## src/source/frame_defs.svh

```systemverilog
`ifndef FRAME_DEFS_SVH
`define FRAME_DEFS_SVH

// width of one audio sample.
`define SAMPLE_W 16

// samples per frame.
`define FRAME_SIZE 306

// hop between frame starts.
`define MOVE_SIZE 123

// input fifo entries, power of two.
`define FIFO_DEPTH 512

// tapered output width.
`define PRODUCT_W 24

`endif

```

## src/source/frame_ctrl_pkg.sv

```systemverilog
`include "frame_defs.svh"

package frame_ctrl_pkg;

    // frame store fill sequence.
    typedef enum logic [2:0] {
        IDLE,
        START,
        MOVE,
        REQUEST_DATA,
        FILL
    } fill_state_t;

    // taper read sequence.
    typedef enum logic [1:0] {
        WAIT_FRAME,
        STREAM,
        ADVANCE
    } taper_state_t;

endpackage

```

## src/source/sample_pkg.sv

```systemverilog
`include "frame_defs.svh"

package sample_pkg;

    // signed audio sample.
    typedef logic signed [`SAMPLE_W-1:0] sample_t;

    // sample times taper weight.
    typedef logic signed [`PRODUCT_W-1:0] product_t;

    // position within a frame or the frame store.
    typedef logic [$clog2(`FRAME_SIZE)-1:0] frame_idx_t;

    // triangular weight, peaks at 152.
    typedef logic [7:0] weight_t;

endpackage

```

## src/source/window_taper.sv

```systemverilog
`timescale 1ns/1ps
`include "frame_defs.svh"

module window_taper (
    input  logic                   clk,
    input  logic                   rst_n,
    input  logic                   frame_ready_i,
    input  sample_pkg::sample_t    buf_data_i,
    input  logic                   buf_valid_i,
    output logic                   buf_rd_en_o,
    output logic                   move_req_o,
    output logic                   out_valid_o,
    output sample_pkg::product_t   out_sample_o,
    output sample_pkg::frame_idx_t out_index_o,
    output logic                   out_last_o
);
    import sample_pkg::*;
    import frame_ctrl_pkg::*;

    localparam frame_idx_t LAST_IDX = frame_idx_t'(`FRAME_SIZE - 1);
    localparam int         FULL_W   = $bits(sample_t) + $bits(weight_t) + 1;

    taper_state_t             state;
    taper_state_t             next_state;
    frame_idx_t               idx;
    frame_idx_t               mirror_idx;
    weight_t                  weight;
    logic                     accept;
    logic                     last_read;
    logic signed [FULL_W-1:0] full_product;

    // read every cycle of a frame, the buffer paces it with valid.
    assign buf_rd_en_o = (state == STREAM);
    assign accept      = buf_rd_en_o && buf_valid_i;
    assign last_read   = accept && (idx == LAST_IDX);

    // distance to the nearer frame edge.
    assign mirror_idx = LAST_IDX - idx;
    assign weight     = (idx < mirror_idx) ? weight_t'(idx) : weight_t'(mirror_idx);

    // weight is unsigned, zero extend before the signed multiply.
    assign full_product = buf_data_i * $signed({1'b0, weight});

    always_comb begin
        next_state = state;
        unique case (state)
            WAIT_FRAME: begin
                if (frame_ready_i) begin
                    next_state = STREAM;
                end
            end
            STREAM: begin
                if (last_read) begin
                    next_state = ADVANCE;
                end
            end
            ADVANCE: begin
                next_state = WAIT_FRAME;
            end
            default: next_state = WAIT_FRAME;
        endcase
    end

    always_ff @(posedge clk) begin
        if (!rst_n) begin
            state       <= WAIT_FRAME;
            idx         <= '0;
            out_valid_o <= 1'b0;
            out_last_o  <= 1'b0;
            move_req_o  <= 1'b0;
        end else begin
            state       <= next_state;
            out_valid_o <= accept;
            out_last_o  <= last_read;

            // one cycle after the last output.
            move_req_o  <= (state == ADVANCE);

            if (accept) begin
                idx <= last_read ? '0 : idx + 1'b1;
            end
        end
    end

    // max magnitude is 32768 * 152, fits the product width.
    always_ff @(posedge clk) begin
        if (accept) begin
            out_sample_o <= product_t'(full_product);
            out_index_o  <= idx;
        end
    end

endmodule

```

## config.mk

```make
export PLATFORM = sky130hd
export DESIGN_NAME = window_taper
export DESIGN_NICKNAME = d
export VERILOG_FILES = /design/src/source/frame_ctrl_pkg.sv /design/src/source/sample_pkg.sv /design/src/source/window_taper.sv
export VERILOG_INCLUDE_DIRS = /design/src /design/src/source
export SDC_FILE = /design/constraint.sdc
export NUM_CORES = 1
export LEC_CHECK = 0
export BUFFER_PORTS_ARGS = -buffer_cell sky130_fd_sc_hd__buf_2
export CAP_MARGIN = 20
export CELL_PAD_IN_SITES_DETAIL_PLACEMENT = 1
export CELL_PAD_IN_SITES_GLOBAL_PLACEMENT = 1
export CORE_MARGIN = 8
export CORE_UTILIZATION = 48
export DETAILED_ROUTE_END_ITERATION = 6
export GPL_ROUTABILITY_DRIVEN = 0
export GPL_TIMING_DRIVEN = 1
export HOLD_SLACK_MARGIN = 0.06
export PLACE_DENSITY_LB_ADDON = 0.1
export SYNTH_ARGS = -nofsm -noshare
export SYNTH_HDL_FRONTEND = slang
export SYNTH_SLANG_ARGS = --single-unit
```

## constraint.sdc

```tcl
create_clock -name clk -period 8.9 [get_ports clk]
set_input_delay 0 -clock clk [delete_from_list [all_inputs] [get_ports clk]]
set_output_delay 0 -clock clk [all_outputs]
set_load 0.01 [all_outputs]
```

Word-level counts from Yosys, hierarchy flattened
Cells that the tools add are included.
{"block": "classes", "n_eq_ne": 5, "n_addsub": 2, "multipliers": 1, "n_reduce_logical": 4, "n_mux": 5, "order_cmp": 1}
{"op": "multiplier 16 x 9 -> 24 bit", "n": 1}
{"op": "adder 9 x 1 -> 9 bit, second input constant", "n": 1}
{"op": "== test 9 bit, second input constant", "n": 1}
{"op": "less-than comparator 9 bit", "n": 1}
{"op": "two-way mux 9 bit", "n": 1}
{"op": "subtractor 9 bit, first input constant", "n": 1}
{"op": "two-way mux 8 bit", "n": 1}
{"op": "two-way mux 2 bit", "n": 2}
{"op": "case mux 2 bit (2 select lines)", "n": 1}
{"op": "== test 2 x 1 -> 1 bit, second input constant", "n": 1}
{"op": "== test 2 bit, second input constant", "n": 1}
{"op": "logical AND 1 bit", "n": 2}
{"op": "zero test 2 bit", "n": 1}
{"op": "inequality test 2 x 1 -> 1 bit, second input constant", "n": 1}
{"op": "inequality test 2 bit, second input constant", "n": 1}
{"op": "AND reduction 2 bit", "n": 1}
{"block": "word_totals", "ff_bits": 47, "output_inout_bits": 37, "in_bits": 20, "word_cells": 25}

Longest topological paths before layout
Gate-level depths: netlist (run 1).
{"block": "depth", "depth_word": 5, "ltp_mapped": 30, "mapped_depth_nobuf": 28}

Least setup slack after synthesis (run 1)
Ideal clock, no wire load.
{"block": "synth_path", "path_kind": "register to register", "startpoint": "reg idx[1]", "endpoint": "reg out_sample_o[22], data pin", "t_arrival_ps": 6493, "slack_ps": 2233, "path_stages_with_launch": 27, "t_required_ps": 8726, "n_path_buf": 1, "path_cell_list": "dfxtp_1 buf_6 inv_1 ha_1 nand2b_1 a31o_2 ha_1 nor3b_1 a21oi_1 a211oi_2 a211oi_4 mux2_4 and2_1 fa_1 inv_1 fa_1 inv_1 fa_1 inv_1 fa_1 inv_1 ha_1 a21o_1 a21o_1 a21oi_1 mux2_2 a311oi_1"}
{"block": "synth_between", "elab_chain_cells": 4}
{"item": "start: declaration", "line": "window_taper.sv:25", "source": "frame_idx_t idx;"}
{"item": "start signal: assignment", "line": "window_taper.sv:80", "source": "idx <= last_read ? '0 : idx + 1'b1;"}
{"item": "subtractor 9 bit", "line": "window_taper.sv:38", "source": "assign mirror_idx = LAST_IDX - idx;"}
{"item": "less-than comparator 9 bit", "line": "window_taper.sv:39", "source": "assign weight = (idx < mirror_idx) ? weight_t'(idx) : weight_t'(mirror_idx);"}
{"item": "two-way mux 8 bit (*)", "line": "window_taper.sv:39"}
{"item": "multiplier 16 x 9 -> 24 bit (*)", "line": "window_taper.sv:42", "source": "assign full_product = buf_data_i * $signed({1'b0, weight});"}
{"item": "via full_product[22]", "line": "window_taper.sv:30", "source": "logic signed [FULL_W-1:0] full_product;"}
{"item": "end signal: assignment", "line": "window_taper.sv:88", "source": "out_sample_o <= product_t'(full_product);"}
{"item": "end: declaration", "line": "window_taper.sv:13", "source": "output sample_pkg::product_t out_sample_o,"}
Mark *: on every way through the listed nets, which the timed path passes. The rest lies on a longest branch.
A chain may end at the register's enable or synchronous reset.

Worst setup path in the final report (run 1)
{"block": "layout_path", "startpoint": "reg idx[1]", "endpoint": "reg out_sample_o[23], data pin"}
The elaborated chain is that of the path after synthesis.

==> results of run 1 <==
==> metal layers <==
metal / global-route usage (%) / vias to the layer above / wire (um)
li1: - / 2187 / -
met1: 21.88 / 2395 / 6583
met2: 34.73 / 57 / 8281
met3: 2.820 / 18 / 395
met4: 5.552 / 0 / 337
met5: 0 / - / 0
==> cells in the mapped netlist (2+ instances only) <==
master	n	area [um2]
xnor2_1	17	148.9
buf_4	3	22.52
buf_2	3	15.01
and2_1	52	325.3
nand4_1	3	18.77
inv_1	155	581.8
a21o_1	9	67.56
nor3_1	5	25.02
ha_1	54	675.7
a211oi_1	2	15.01
and3_1	4	25.02
a21oi_1	18	90.09
fa_1	100	2002
a21boi_0	2	15.01
or2_2	3	18.77
o31ai_1	2	15.01
edfxtp_1	33	991.0
a31o_2	2	17.52
nor2b_1	22	137.6
nor2_1	18	67.56
nand2_1	78	292.8
nand3_1	9	45.04
buf_6	3	33.78
o21ai_0	12	60.06
dfxtp_1	14	280.3
nand2b_1	3	18.77
xor2_1	14	122.6
clkbuf_1	3	11.26
mux2_4	4	60.06
==> sequential cells by signal, summed over array words and instances, names as in the netlist <==
signal,flops
idx,9
move_req_o,1
out_index_o,9
out_last_o,1
out_sample_o,24
out_valid_o,1
state,2
==> power by group through the flow <==
stage / clock (mW) / combinational (mW) / sequential [mW]
final: 0.208 / 0.0830 / 0.245
after global routing: 0.219 / 0.0941 / 0.245
after global placement: 0 / 0.0788 / 0.250
after floorplan: 0 / 0.0463 / 0.252
after CTS: 0.215 / 0.0847 / 0.245
after detailed placement: 0 / 0.0825 / 0.250
==> stage by stage <==
stage          worst slack, ps  instance area (um2)  utilization (%)  hold slack, ps
2_1_floorplan             2233                 6481                -           121.7
3_3_place_gp              1387                 6912            52.19           237.2
3_5_place_dp              1111                 6912            52.19           243.6
4_1_cts                   1029                 7116            53.73           135.9
5_1_grt                  421.4                 7123            53.79           160.8
6_report                  1042                 7123            53.79           150.5
==> worst max-delay path, stage by stage (launching register included) <==
cell and delay [ps]:
dfxtp_1 870, inv_1 160, ha_1 270, nand2b_1 150, nand2_1 80, ha_1 330
or2_2 300, a211oi_2 340, a211oi_4 160, xnor2_2 570, nand2_1 160, fa_1 510
inv_1 50, fa_1 490, fa_1 500, inv_1 50, fa_1 520, inv_1 40
ha_1 370, a211o_1 290, o31ai_1 370, a32oi_1 340, a31oi_1 360, o21ai_0 150
xnor2_1 150
==> logic make-up after synthesis <==
family,count (synthesis)
muxes,7
xor gates and xnor gates,33
adders and majority gates,154
AOI/OAI and AO/OA,58
and+or+nand+nor,207
buffers and inverters,169
DFF,47
==> area by class of cell <==
type                       count  area, um2  share of cell area (%)
multi-input combinational    459       4539                   63.73
sequential                    47       1271                   17.85
inverter                     156      585.6                   8.221
timing repair buffer          64      352.8                   4.953
tap                          176      220.2                   3.092
clock buffer                   5      125.1                   1.757
clock inverter                 3      28.78                  0.4040
==> how the worst min path moves through the flow <==
stage | start | endpoint | slack (ps) | cells past startpoint
2_1_floorplan | rst_n | idx[0] | 120 | 1
3_3_place_gp | buf_valid_i | out_valid_o | 240 | 2
3_5_place_dp | buf_valid_i | out_valid_o | 240 | 2
4_1_cts | buf_data_i[0] | out_sample_o[0] | 140 | 2
5_1_grt | buf_data_i[0] | out_sample_o[0] | 160 | 2
6_report | buf_data_i[0] | out_sample_o[0] | 150 | 2
==> run_results.csv, run 1 <==
group,metric,value,unit
logic_synthesis,avgSynthCellArea,9.602,um2
power,power.share.clock,38.8,%
routing,first_pass_iters,4,
sta,max_freq,127.3,MHz
min_path,hp-class,"input pin to flip-flop",
logic_synthesis,yosysWarnings,0,
power,p_total,0.5355,mW
logic_synthesis,async_flop_share,0,%
final_layout,diodes,0,
floorplanning,die_h,132.2,um
power,seqPwrFrac,45.7,%
logic_synthesis,synthSimpleGateAreaFrac,16.31,%
sta,finalCritPeriodShare,88.29,%
final_layout,drive_above_1_share,11.99,%
logic_synthesis,syn_inst,675,
floorplanning,die_area,17480,um2
logic_synthesis,synth-xor-area-share,4.691,%
sta,fin_skew,6.404,ps
power,pwr-share-comb,15.5,%
floorplanning,initial_utilization,48.94,%
logic_synthesis,synth_fp_nets,849,
clocking,cts-root-buf,"clkbuf_16",
logic_synthesis,yosys-mux-area-fraction,1.467,%
setup_path,r2r_slack,1040,ps
sta,timing.slew.headroom,33.30,%
floorplanning,pin_count,57,
setup_path,critical_path.startpoint_type,"flip-flop",
setup_path,arrival,7920,ps
clocking,cts.path.max_buffers,2,
floorplanning,fp-row-count,42,
global_route,grt_pass1_wl,26570,um
sta,period_minus_slack,7858,ps
placement,port_buffers,56,
final_layout,final_common_cell,"inv_1",
routing,drc,0,
clocking,tritoncts,"done",
routing,via_count,4657,
routing,initialDrtViolationCount,159,
logic_synthesis,synth_top_family_by_area,"adder cells",
global_route,grt_pass1_vias,5376,
logic_synthesis,synth_cell_types,57,
job,maxCapViolCount,0,
setup_path,reg2reg_from,"idx[1]",
clocking,clk_pin_slew,80,ps
sta,hold_viol_final,0,
routing,wirelength,15600,um
clocking,clock-sinks,47,
outcome,outcome,"finished, final reports clean",
setup_path,rr_worst_depth,24,
power,netSwitchingPower,0.1543,mW
placement,dp_hpwl,12620,um
logic_synthesis,yosysSeqAreaShare,19.61,%
sta,drv_slew,0,
global_route,grt-ovfl-total,0,
setup_path,endpoint,"out_sample_o[23]",
setup_path,cp-startpoint,"idx[1]",
routing,ant_nets,0,
setup_path,cp.required,8960,ps
final_layout,stdcell_count,910,
global_route,antenna_found_initial,0,
clocking,numCtsBuffers,5,
setup_path,path_class,"flip-flop to flip-flop",
clocking,postCtsSetupBuffers,0,
clocking,clock_latency,300,ps
setup_path,reg2reg_to,"out_sample_o[23]",
routing,wl_per_cell,17.14,um
power,cellPowerDensity,75.18,nW/um2
final_layout,final_nets,907,
floorplanning,coreArea,13240,um2
setup_path,cp_max_fo,23,
power,ir_worst_vdd,70.33,uV
floorplanning,die_x,132.2,um
power,leakagePower,3.662,nW
logic_synthesis,synth_enable_flop_cells,33,
routing,viasPerCell,5.118,
final_layout,final_cell_mix,"inv_1, fa_1, nand2_1, buf_2, ha_1",
sta,rsz0062_at_grt,"no",
final_layout,area_growth,9.903,%
logic_synthesis,ys.flop_type,"edfxtp_1",
setup_path,worstSetupEndpointType,"flip-flop",
global_route,grt.total_usage,18.79,%
sta,tightestPinTransition,1000,ps
sta,setup_viol,0,
power,switching_share,28.81,%
logic_synthesis,yosys_register_bits,47,
power,p_int,0.3813,mW
logic_synthesis,synth_fa_ha_area_share,41.31,%
placement,numPlacedInstances,896,
logic_synthesis,syn_area,6481,um2
clocking,cts_resized,0,
logic_synthesis,synth_compound_area_share,6.236,%
clocking,htreeDepth,2,
clocking,cts_hold_buf,5,
sta,setup_tns,0,ps
global_route,grt_max_degree,41,
final_layout,n_fill_cell,1535,
No activity file was read; power rests on OpenSTA's default activity.
==> run 2, diff against run 1 <==
--- a/config.mk
+++ b/config.mk
@@ -11,7 +11,8 @@
 export CELL_PAD_IN_SITES_DETAIL_PLACEMENT = 1
 export CELL_PAD_IN_SITES_GLOBAL_PLACEMENT = 1
 export CORE_MARGIN = 8
-export CORE_UTILIZATION = 48
+export CORE_UTILIZATION = 49
+export CTS_BUF_LIST = sky130_fd_sc_hd__clkbuf_4 sky130_fd_sc_hd__clkbuf_8
 export DETAILED_ROUTE_END_ITERATION = 6
 export GPL_ROUTABILITY_DRIVEN = 0
 export GPL_TIMING_DRIVEN = 1
==> run 2 against run 1 <==
  * Count of clock-buffer cells in the layout is the same
  * Non-clock buffer count unchanged
  * Sequential power about the same
  * Via count decreased by 2.0%
  * Worst setup slack better by 140 ps
  * Critical path depth up 1
  * Clock skew rose by 5.0 ps
==> run_results.csv, run 2 (synthesis results as in run 1) <==
group,metric,value,unit
clocking,clk_pin_slew,110,ps
floorplanning,coreArea,13090,um2
sta,rsz0062_at_grt,"no",
sta,fin_ws,1186,ps
placement,placed_area,6912,um2
clocking,postCtsSetupBuffers,0,
final_layout,largest_register,"out_sample_o",
clocking,cts.path.max_buffers,2,
clocking,cts_resized,0,
sta,finalCritPeriodShare,86.67,%
power,ir_worst_vdd,67.39,uV
final_layout,area_growth,9.073,%
sta,setup_tns,0,ps
routing,ant_nets,0,
setup_path,arrival,7810,ps
setup_path,cp.required,8990,ps
power,p_total,0.4864,mW
setup_path,cp_max_fo,23,
floorplanning,fp-row-count,42,
sta,setup_viol,0,
floorplanning,die_area,17160,um2
global_route,gr-max-usage-layer,"met2",
clocking,tritoncts,"done",
job,maxCapViolCount,0,
placement,numPlacedInstances,896,
setup_path,slowest_stage,"dfxtp_1",
final_layout,stdcell_count,910,
routing,wirelength,15130,um
clocking,numCtsBuffers,5,
setup_path,path_class,"flip-flop to flip-flop",
global_route,use_met1,23.08,%
global_route,grt.total_usage,19.62,%
setup_path,critical_path.startpoint_type,"flip-flop",
global_route,met2_usage,36.97,%
power,cellPowerDensity,68.81,nW/um2
routing,via_count,4564,
final_layout,drive_above_1_share,11.99,%
clocking,clock_latency,330,ps
setup_path,rr_worst_depth,25,
final_layout,design_area,7069,um2
global_route,grt_pass1_vias,5313,
final_layout,largest_reg_flops,24,
sta,hold_viol_final,0,
min_path,hp-class,"input pin to flip-flop",
final_layout,diodes,0,
setup_path,r2r_slack,1190,ps
floorplanning,die_h,131.0,um
power,leakagePower,3.638,nW
global_route,met3_usage,2.313,%
placement,dp_hpwl,12290,um
final_layout,utilization,54.03,%
final_layout,reg_top3,"out_sample_o x24, idx x9, out_index_o x9",
setup_path,worstSetupEndpointType,"flip-flop",
routing,wl_per_cell,16.62,um
clocking,clock-sinks,47,
sta,timing.slew.headroom,33.56,%
setup_path,reg2reg_from,"idx[1]",
setup_path,reg2reg_to,"out_sample_o[23]",
setup_path,cp-startpoint,"idx[1]",
final_layout,final_cell_mix,"inv_1, fa_1, nand2_1, buf_2, ha_1",
global_route,grt_max_degree,41,
clocking,cts-root-buf,"clkbuf_8",
floorplanning,initial_utilization,49.53,%
sta,hold_ws,89.23,ps
setup_path,cp_slowest_stage_delay,880,ps
setup_path,endpoint,"out_sample_o[23]",
global_route,antenna_found_initial,0,
sta,fin_skew,11.36,ps
routing,first_pass_iters,4,
routing,viasPerCell,5.015,
floorplanning,die_x,131.0,um
sta,tightestPinTransition,996.6,ps
placement,port_buffers,56,
sta,max_freq,129.6,MHz
sta,drv_slew,0,
sta,period_minus_slack,7714,ps
final_layout,final_common_cell,"inv_1",
outcome,outcome,"finished, final reports clean",
final_layout,final_nets,907,
global_route,grt_pass1_wl,26250,um
routing,drc,0,
global_route,grt-ovfl-total,0,
floorplanning,pin_count,57,
routing,initialDrtViolationCount,127,
clocking,htreeDepth,2,
placement,dp_slack,1155,ps
## run 2: changes by cell type in the layout (fill, tap and decap cells not counted)
cell       change
inv_8          +1
inv_6          -1
clkbuf_16      -5
clkbuf_8       +5
## run 2: worst min-delay path by stage
stage / slack, ps / endpoint / startpoint / depth (start not counted)
global route: 100 / out_sample_o[0] / buf_data_i[0] / 2
detailed placement: 250 / out_valid_o / buf_valid_i / 2
finish: 90 / out_sample_o[0] / buf_data_i[0] / 2
CTS: 90 / out_sample_o[0] / buf_data_i[0] / 2
global placement: 240 / out_valid_o / buf_valid_i / 2
floorplan: 120 / idx[0] / rst_n / 1
## run 2: what timing repair did
| action | CTS | global route |
|---|---|---|
| endpoints found under the setup margin | 0 | 0 |
| endpoints found under the hold margin | 7 | 0 |
| hold buffers | 5 | 0 |
## run 2: area by class of cell
cell class                      count  area, um2
Clock buffer                        5      68.82
Tap cell                          176      220.2
Inverter                          156      585.6
Clock inverter                      3      31.28
Timing Repair Buffer               64      352.8
Sequential cell                    47       1271
Fill cell                        1545       6016
Multi-Input combinational cell    459       4539
## run 2: metal layers
| metal | vias to the layer above | part of all wire, % | wire [um] |
|---|---|---|---|
| li1 | 2195 | - | - |
| met1 | 2315 | 43 | 6462 |
| met2 | 42 | 54 | 8123 |
| met3 | 12 | 2.3 | 353 |
| met4 | 0 | 1.2 | 187 |
| met5 | - | 0 | 0 |
## run 2: worst max-delay path, delay by kind of cell, from the launching register on
kind | cells | cell delay (ps)
XOR/XNOR | 2 | 710
buffers and inverters | 4 | 300
AO/OA/AOI/OAI | 9 | 2170
flip-flops | 1 | 880
adder cells (fa/ha/maj) | 7 | 2910
AND/OR/NAND/NOR | 3 | 510
## run 2: power breakdown
part           switching, mW  total [mW]  internal (mW)  leakage [nW]
Clock                 0.0987       0.159         0.0607        0.0526
Combinational         0.0512      0.0823         0.0310          3.16
Sequential           0.00328       0.245          0.242         0.424
==> run 3, diff against run 2 <==
--- a/config.mk
+++ b/config.mk
@@ -10,6 +10,7 @@
 export CAP_MARGIN = 20
 export CELL_PAD_IN_SITES_DETAIL_PLACEMENT = 1
 export CELL_PAD_IN_SITES_GLOBAL_PLACEMENT = 1
+export CORE_ASPECT_RATIO = 1.5
 export CORE_MARGIN = 8
 export CORE_UTILIZATION = 49
 export CTS_BUF_LIST = sky130_fd_sc_hd__clkbuf_4 sky130_fd_sc_hd__clkbuf_8
==> run 3 against run 2 <==
  * Non-clock buffer count unchanged
  * Clock power decreased by 8%
  * Critical path type unchanged
  * Sequential share of layout area increased by 0.070 points
  * Worst setup slack got worse by 330 ps
==> run_results.csv, run 3 (synthesis results as in run 1) <==
group,metric,value,unit
outcome,outcome,"finished, final reports clean",
final_layout,final_common_cell,"inv_1",
final_layout,n_fill_cell,1525,
floorplanning,die_x,109.9,um
sta,tightestPinTransition,1004,ps
final_layout,final_cell_mix,"inv_1, fa_1, nand2_1, buf_2, ha_1",
placement,dp_hpwl,12890,um
routing,wirelength,15470,um
clocking,tritoncts,"done",
routing,ant_nets,0,
sta,fin_ws,857.8,ps
global_route,grt_pass1_wl,26880,um
clocking,clock_latency,320,ps
setup_path,rr_worst_depth,26,
clocking,clk_pin_slew,120,ps
sta,hold_viol_final,0,
final_layout,diodes,0,
sta,period_minus_slack,8042,ps
final_layout,largest_reg_flops,24,
min_path,holdPathStages,2,
clocking,numCtsBuffers,5,
final_layout,final_nets,907,
setup_path,worstSetupEndpointType,"flip-flop",
floorplanning,die_h,156.9,um
job,maxCapViolCount,0,
clocking,cts_resized,0,
min_path,hp-class,"input pin to flip-flop",
sta,rsz0062_at_grt,"no",
final_layout,drive_above_1_share,11.99,%
routing,viasPerCell,5.207,
global_route,grt_pass1_vias,5418,
final_layout,reg_top3,"out_sample_o x24, idx x9, out_index_o x9",
clocking,clock-sinks,47,
final_layout,largest_register,"out_sample_o",
setup_path,cp_top_family,"adder cells",
routing,first_pass_iters,6,
clocking,cts.path.max_buffers,2,
power,cellPowerDensity,67.54,nW/um2
sta,finalCritPeriodShare,90.36,%
setup_path,cp-startpoint,"idx[1]",
setup_path,cp_slowest_stage_delay,870,ps
floorplanning,die_area,17240,um2
power,leakagePower,3.630,nW
global_route,grt_max_degree,41,
final_layout,area_growth,8.649,%
setup_path,slowest_stage,"dfxtp_1",
setup_path,cp_max_fo,23,
sta,setup_tns,0,ps
min_path,min_from,"buf_data_i[0]",
setup_path,reg2reg_from,"idx[1]",
setup_path,cp.required,8980,ps
setup_path,path_class,"flip-flop to flip-flop",
routing,via_count,4650,
global_route,grt-ovfl-total,0,
global_route,grt.total_usage,19.85,%
sta,timing.slew.headroom,33.09,%
routing,initialDrtViolationCount,143,
floorplanning,fp-row-count,51,
floorplanning,pin_count,57,
sta,drv_slew,0,
setup_path,critical_path.startpoint_type,"flip-flop",
setup_path,reg2reg_to,"out_sample_o[23]",
placement,dp_slack,854.9,ps
clocking,htreeDepth,2,
setup_path,r2r_slack,860,ps
sta,max_freq,124.3,MHz
setup_path,path_buf_inv,4,
floorplanning,coreArea,12950,um2
min_path,min_to,"out_sample_o[0]",
sta,fin_skew,17.12,ps
setup_path,arrival,8120,ps
floorplanning,initial_utilization,50.03,%
routing,wl_per_cell,17.32,um
placement,port_buffers,56,
clocking,cts-root-buf,"clkbuf_8",
global_route,antenna_found_initial,0,
sta,setup_viol,0,
routing,drc,0,
final_layout,utilization,54.36,%
power,ir_worst_vdd,43.58,uV
==> run 3: cell types whose count changed in the layout (fill, tap and decap cells not counted), sizes merged <==
cell      change
inv           -1
clkinvlp      +1
==> run 3: area by class of cell <==
type	instances	area (um2)	area share, %
Sequential cell	47	1271	18.05
Timing Repair Buffer	64	352.8	5.011
Clock inverter	3	25.02	0.3554
Inverter	156	585.6	8.316
Clock buffer	5	68.82	0.9773
Multi-Input combinational cell	459	4539	64.46
Tap cell	159	198.9	2.825
==> run 3: worst max path at each step <==
stage | cells after the start | end | slack [ps]
2_1_floorplan | 26 | out_sample_o[22] | 2230
3_3_place_gp | 25 | out_sample_o[23] | 1120
3_5_place_dp | 26 | out_sample_o[23] | 850
4_1_cts | 26 | out_sample_o[23] | 800
5_1_grt | 25 | out_sample_o[23] | 250
6_report | 26 | out_sample_o[23] | 860
==> run 3: through the flow <==
step,hold WS [ps],cells,area [um2],total power [mW]
final,90.98,893,7042,0.4756
after global routing,113.1,893,7042,0.5018
after CTS,88.00,893,7042,0.4860
after detailed placement,246.2,880,6898,0.3333
after global placement,236.4,880,6898,0.3304
after floorplan,121.7,675,6481,0.2988
==> run 3: worst register-to-register path, cell delays in order, from the launching register on <==
cell,delay [ps]
dfxtp_1,870
inv_1,160
ha_1,260
nand2b_1,130
nand2_1,80
ha_1,340
or2_2,310
a211oi_2,340
a211oi_4,160
nor2_2,170
xor2_2,660
nand2_1,180
fa_1,550
inv_1,60
fa_1,470
fa_1,550
inv_1,50
fa_1,530
inv_1,40
ha_1,380
o211ai_1,140
nor2_1,130
o31ai_1,110
a32oi_1,590
a31oi_1,220
o21ai_0,240
xnor2_1,110
==> run 3: per-layer routing <==
metal / vias up / global-route usage [%] / share of wire, %
met5: - / 0 / 0
met4: 0 / 4.974 / 1.6
met3: 17 / 2.429 / 3.7
met2: 59 / 37.38 / 57
met1: 2391 / 22.50 / 38
li1: 2183 / - / -
==> run 3: power breakdown <==
group          internal (mW)  leakage, nW  switching [mW]
clock network         0.0576       0.0452          0.0890
logic                 0.0319         3.16          0.0525
registers              0.241        0.424         0.00321
total                  0.331         3.63           0.145
==> run 3: what timing repair did <==
action | CTS | global route
hold buffers | 5 | 0
endpoints found under the hold margin | 7 | 0
buffers inserted | 0 | 0
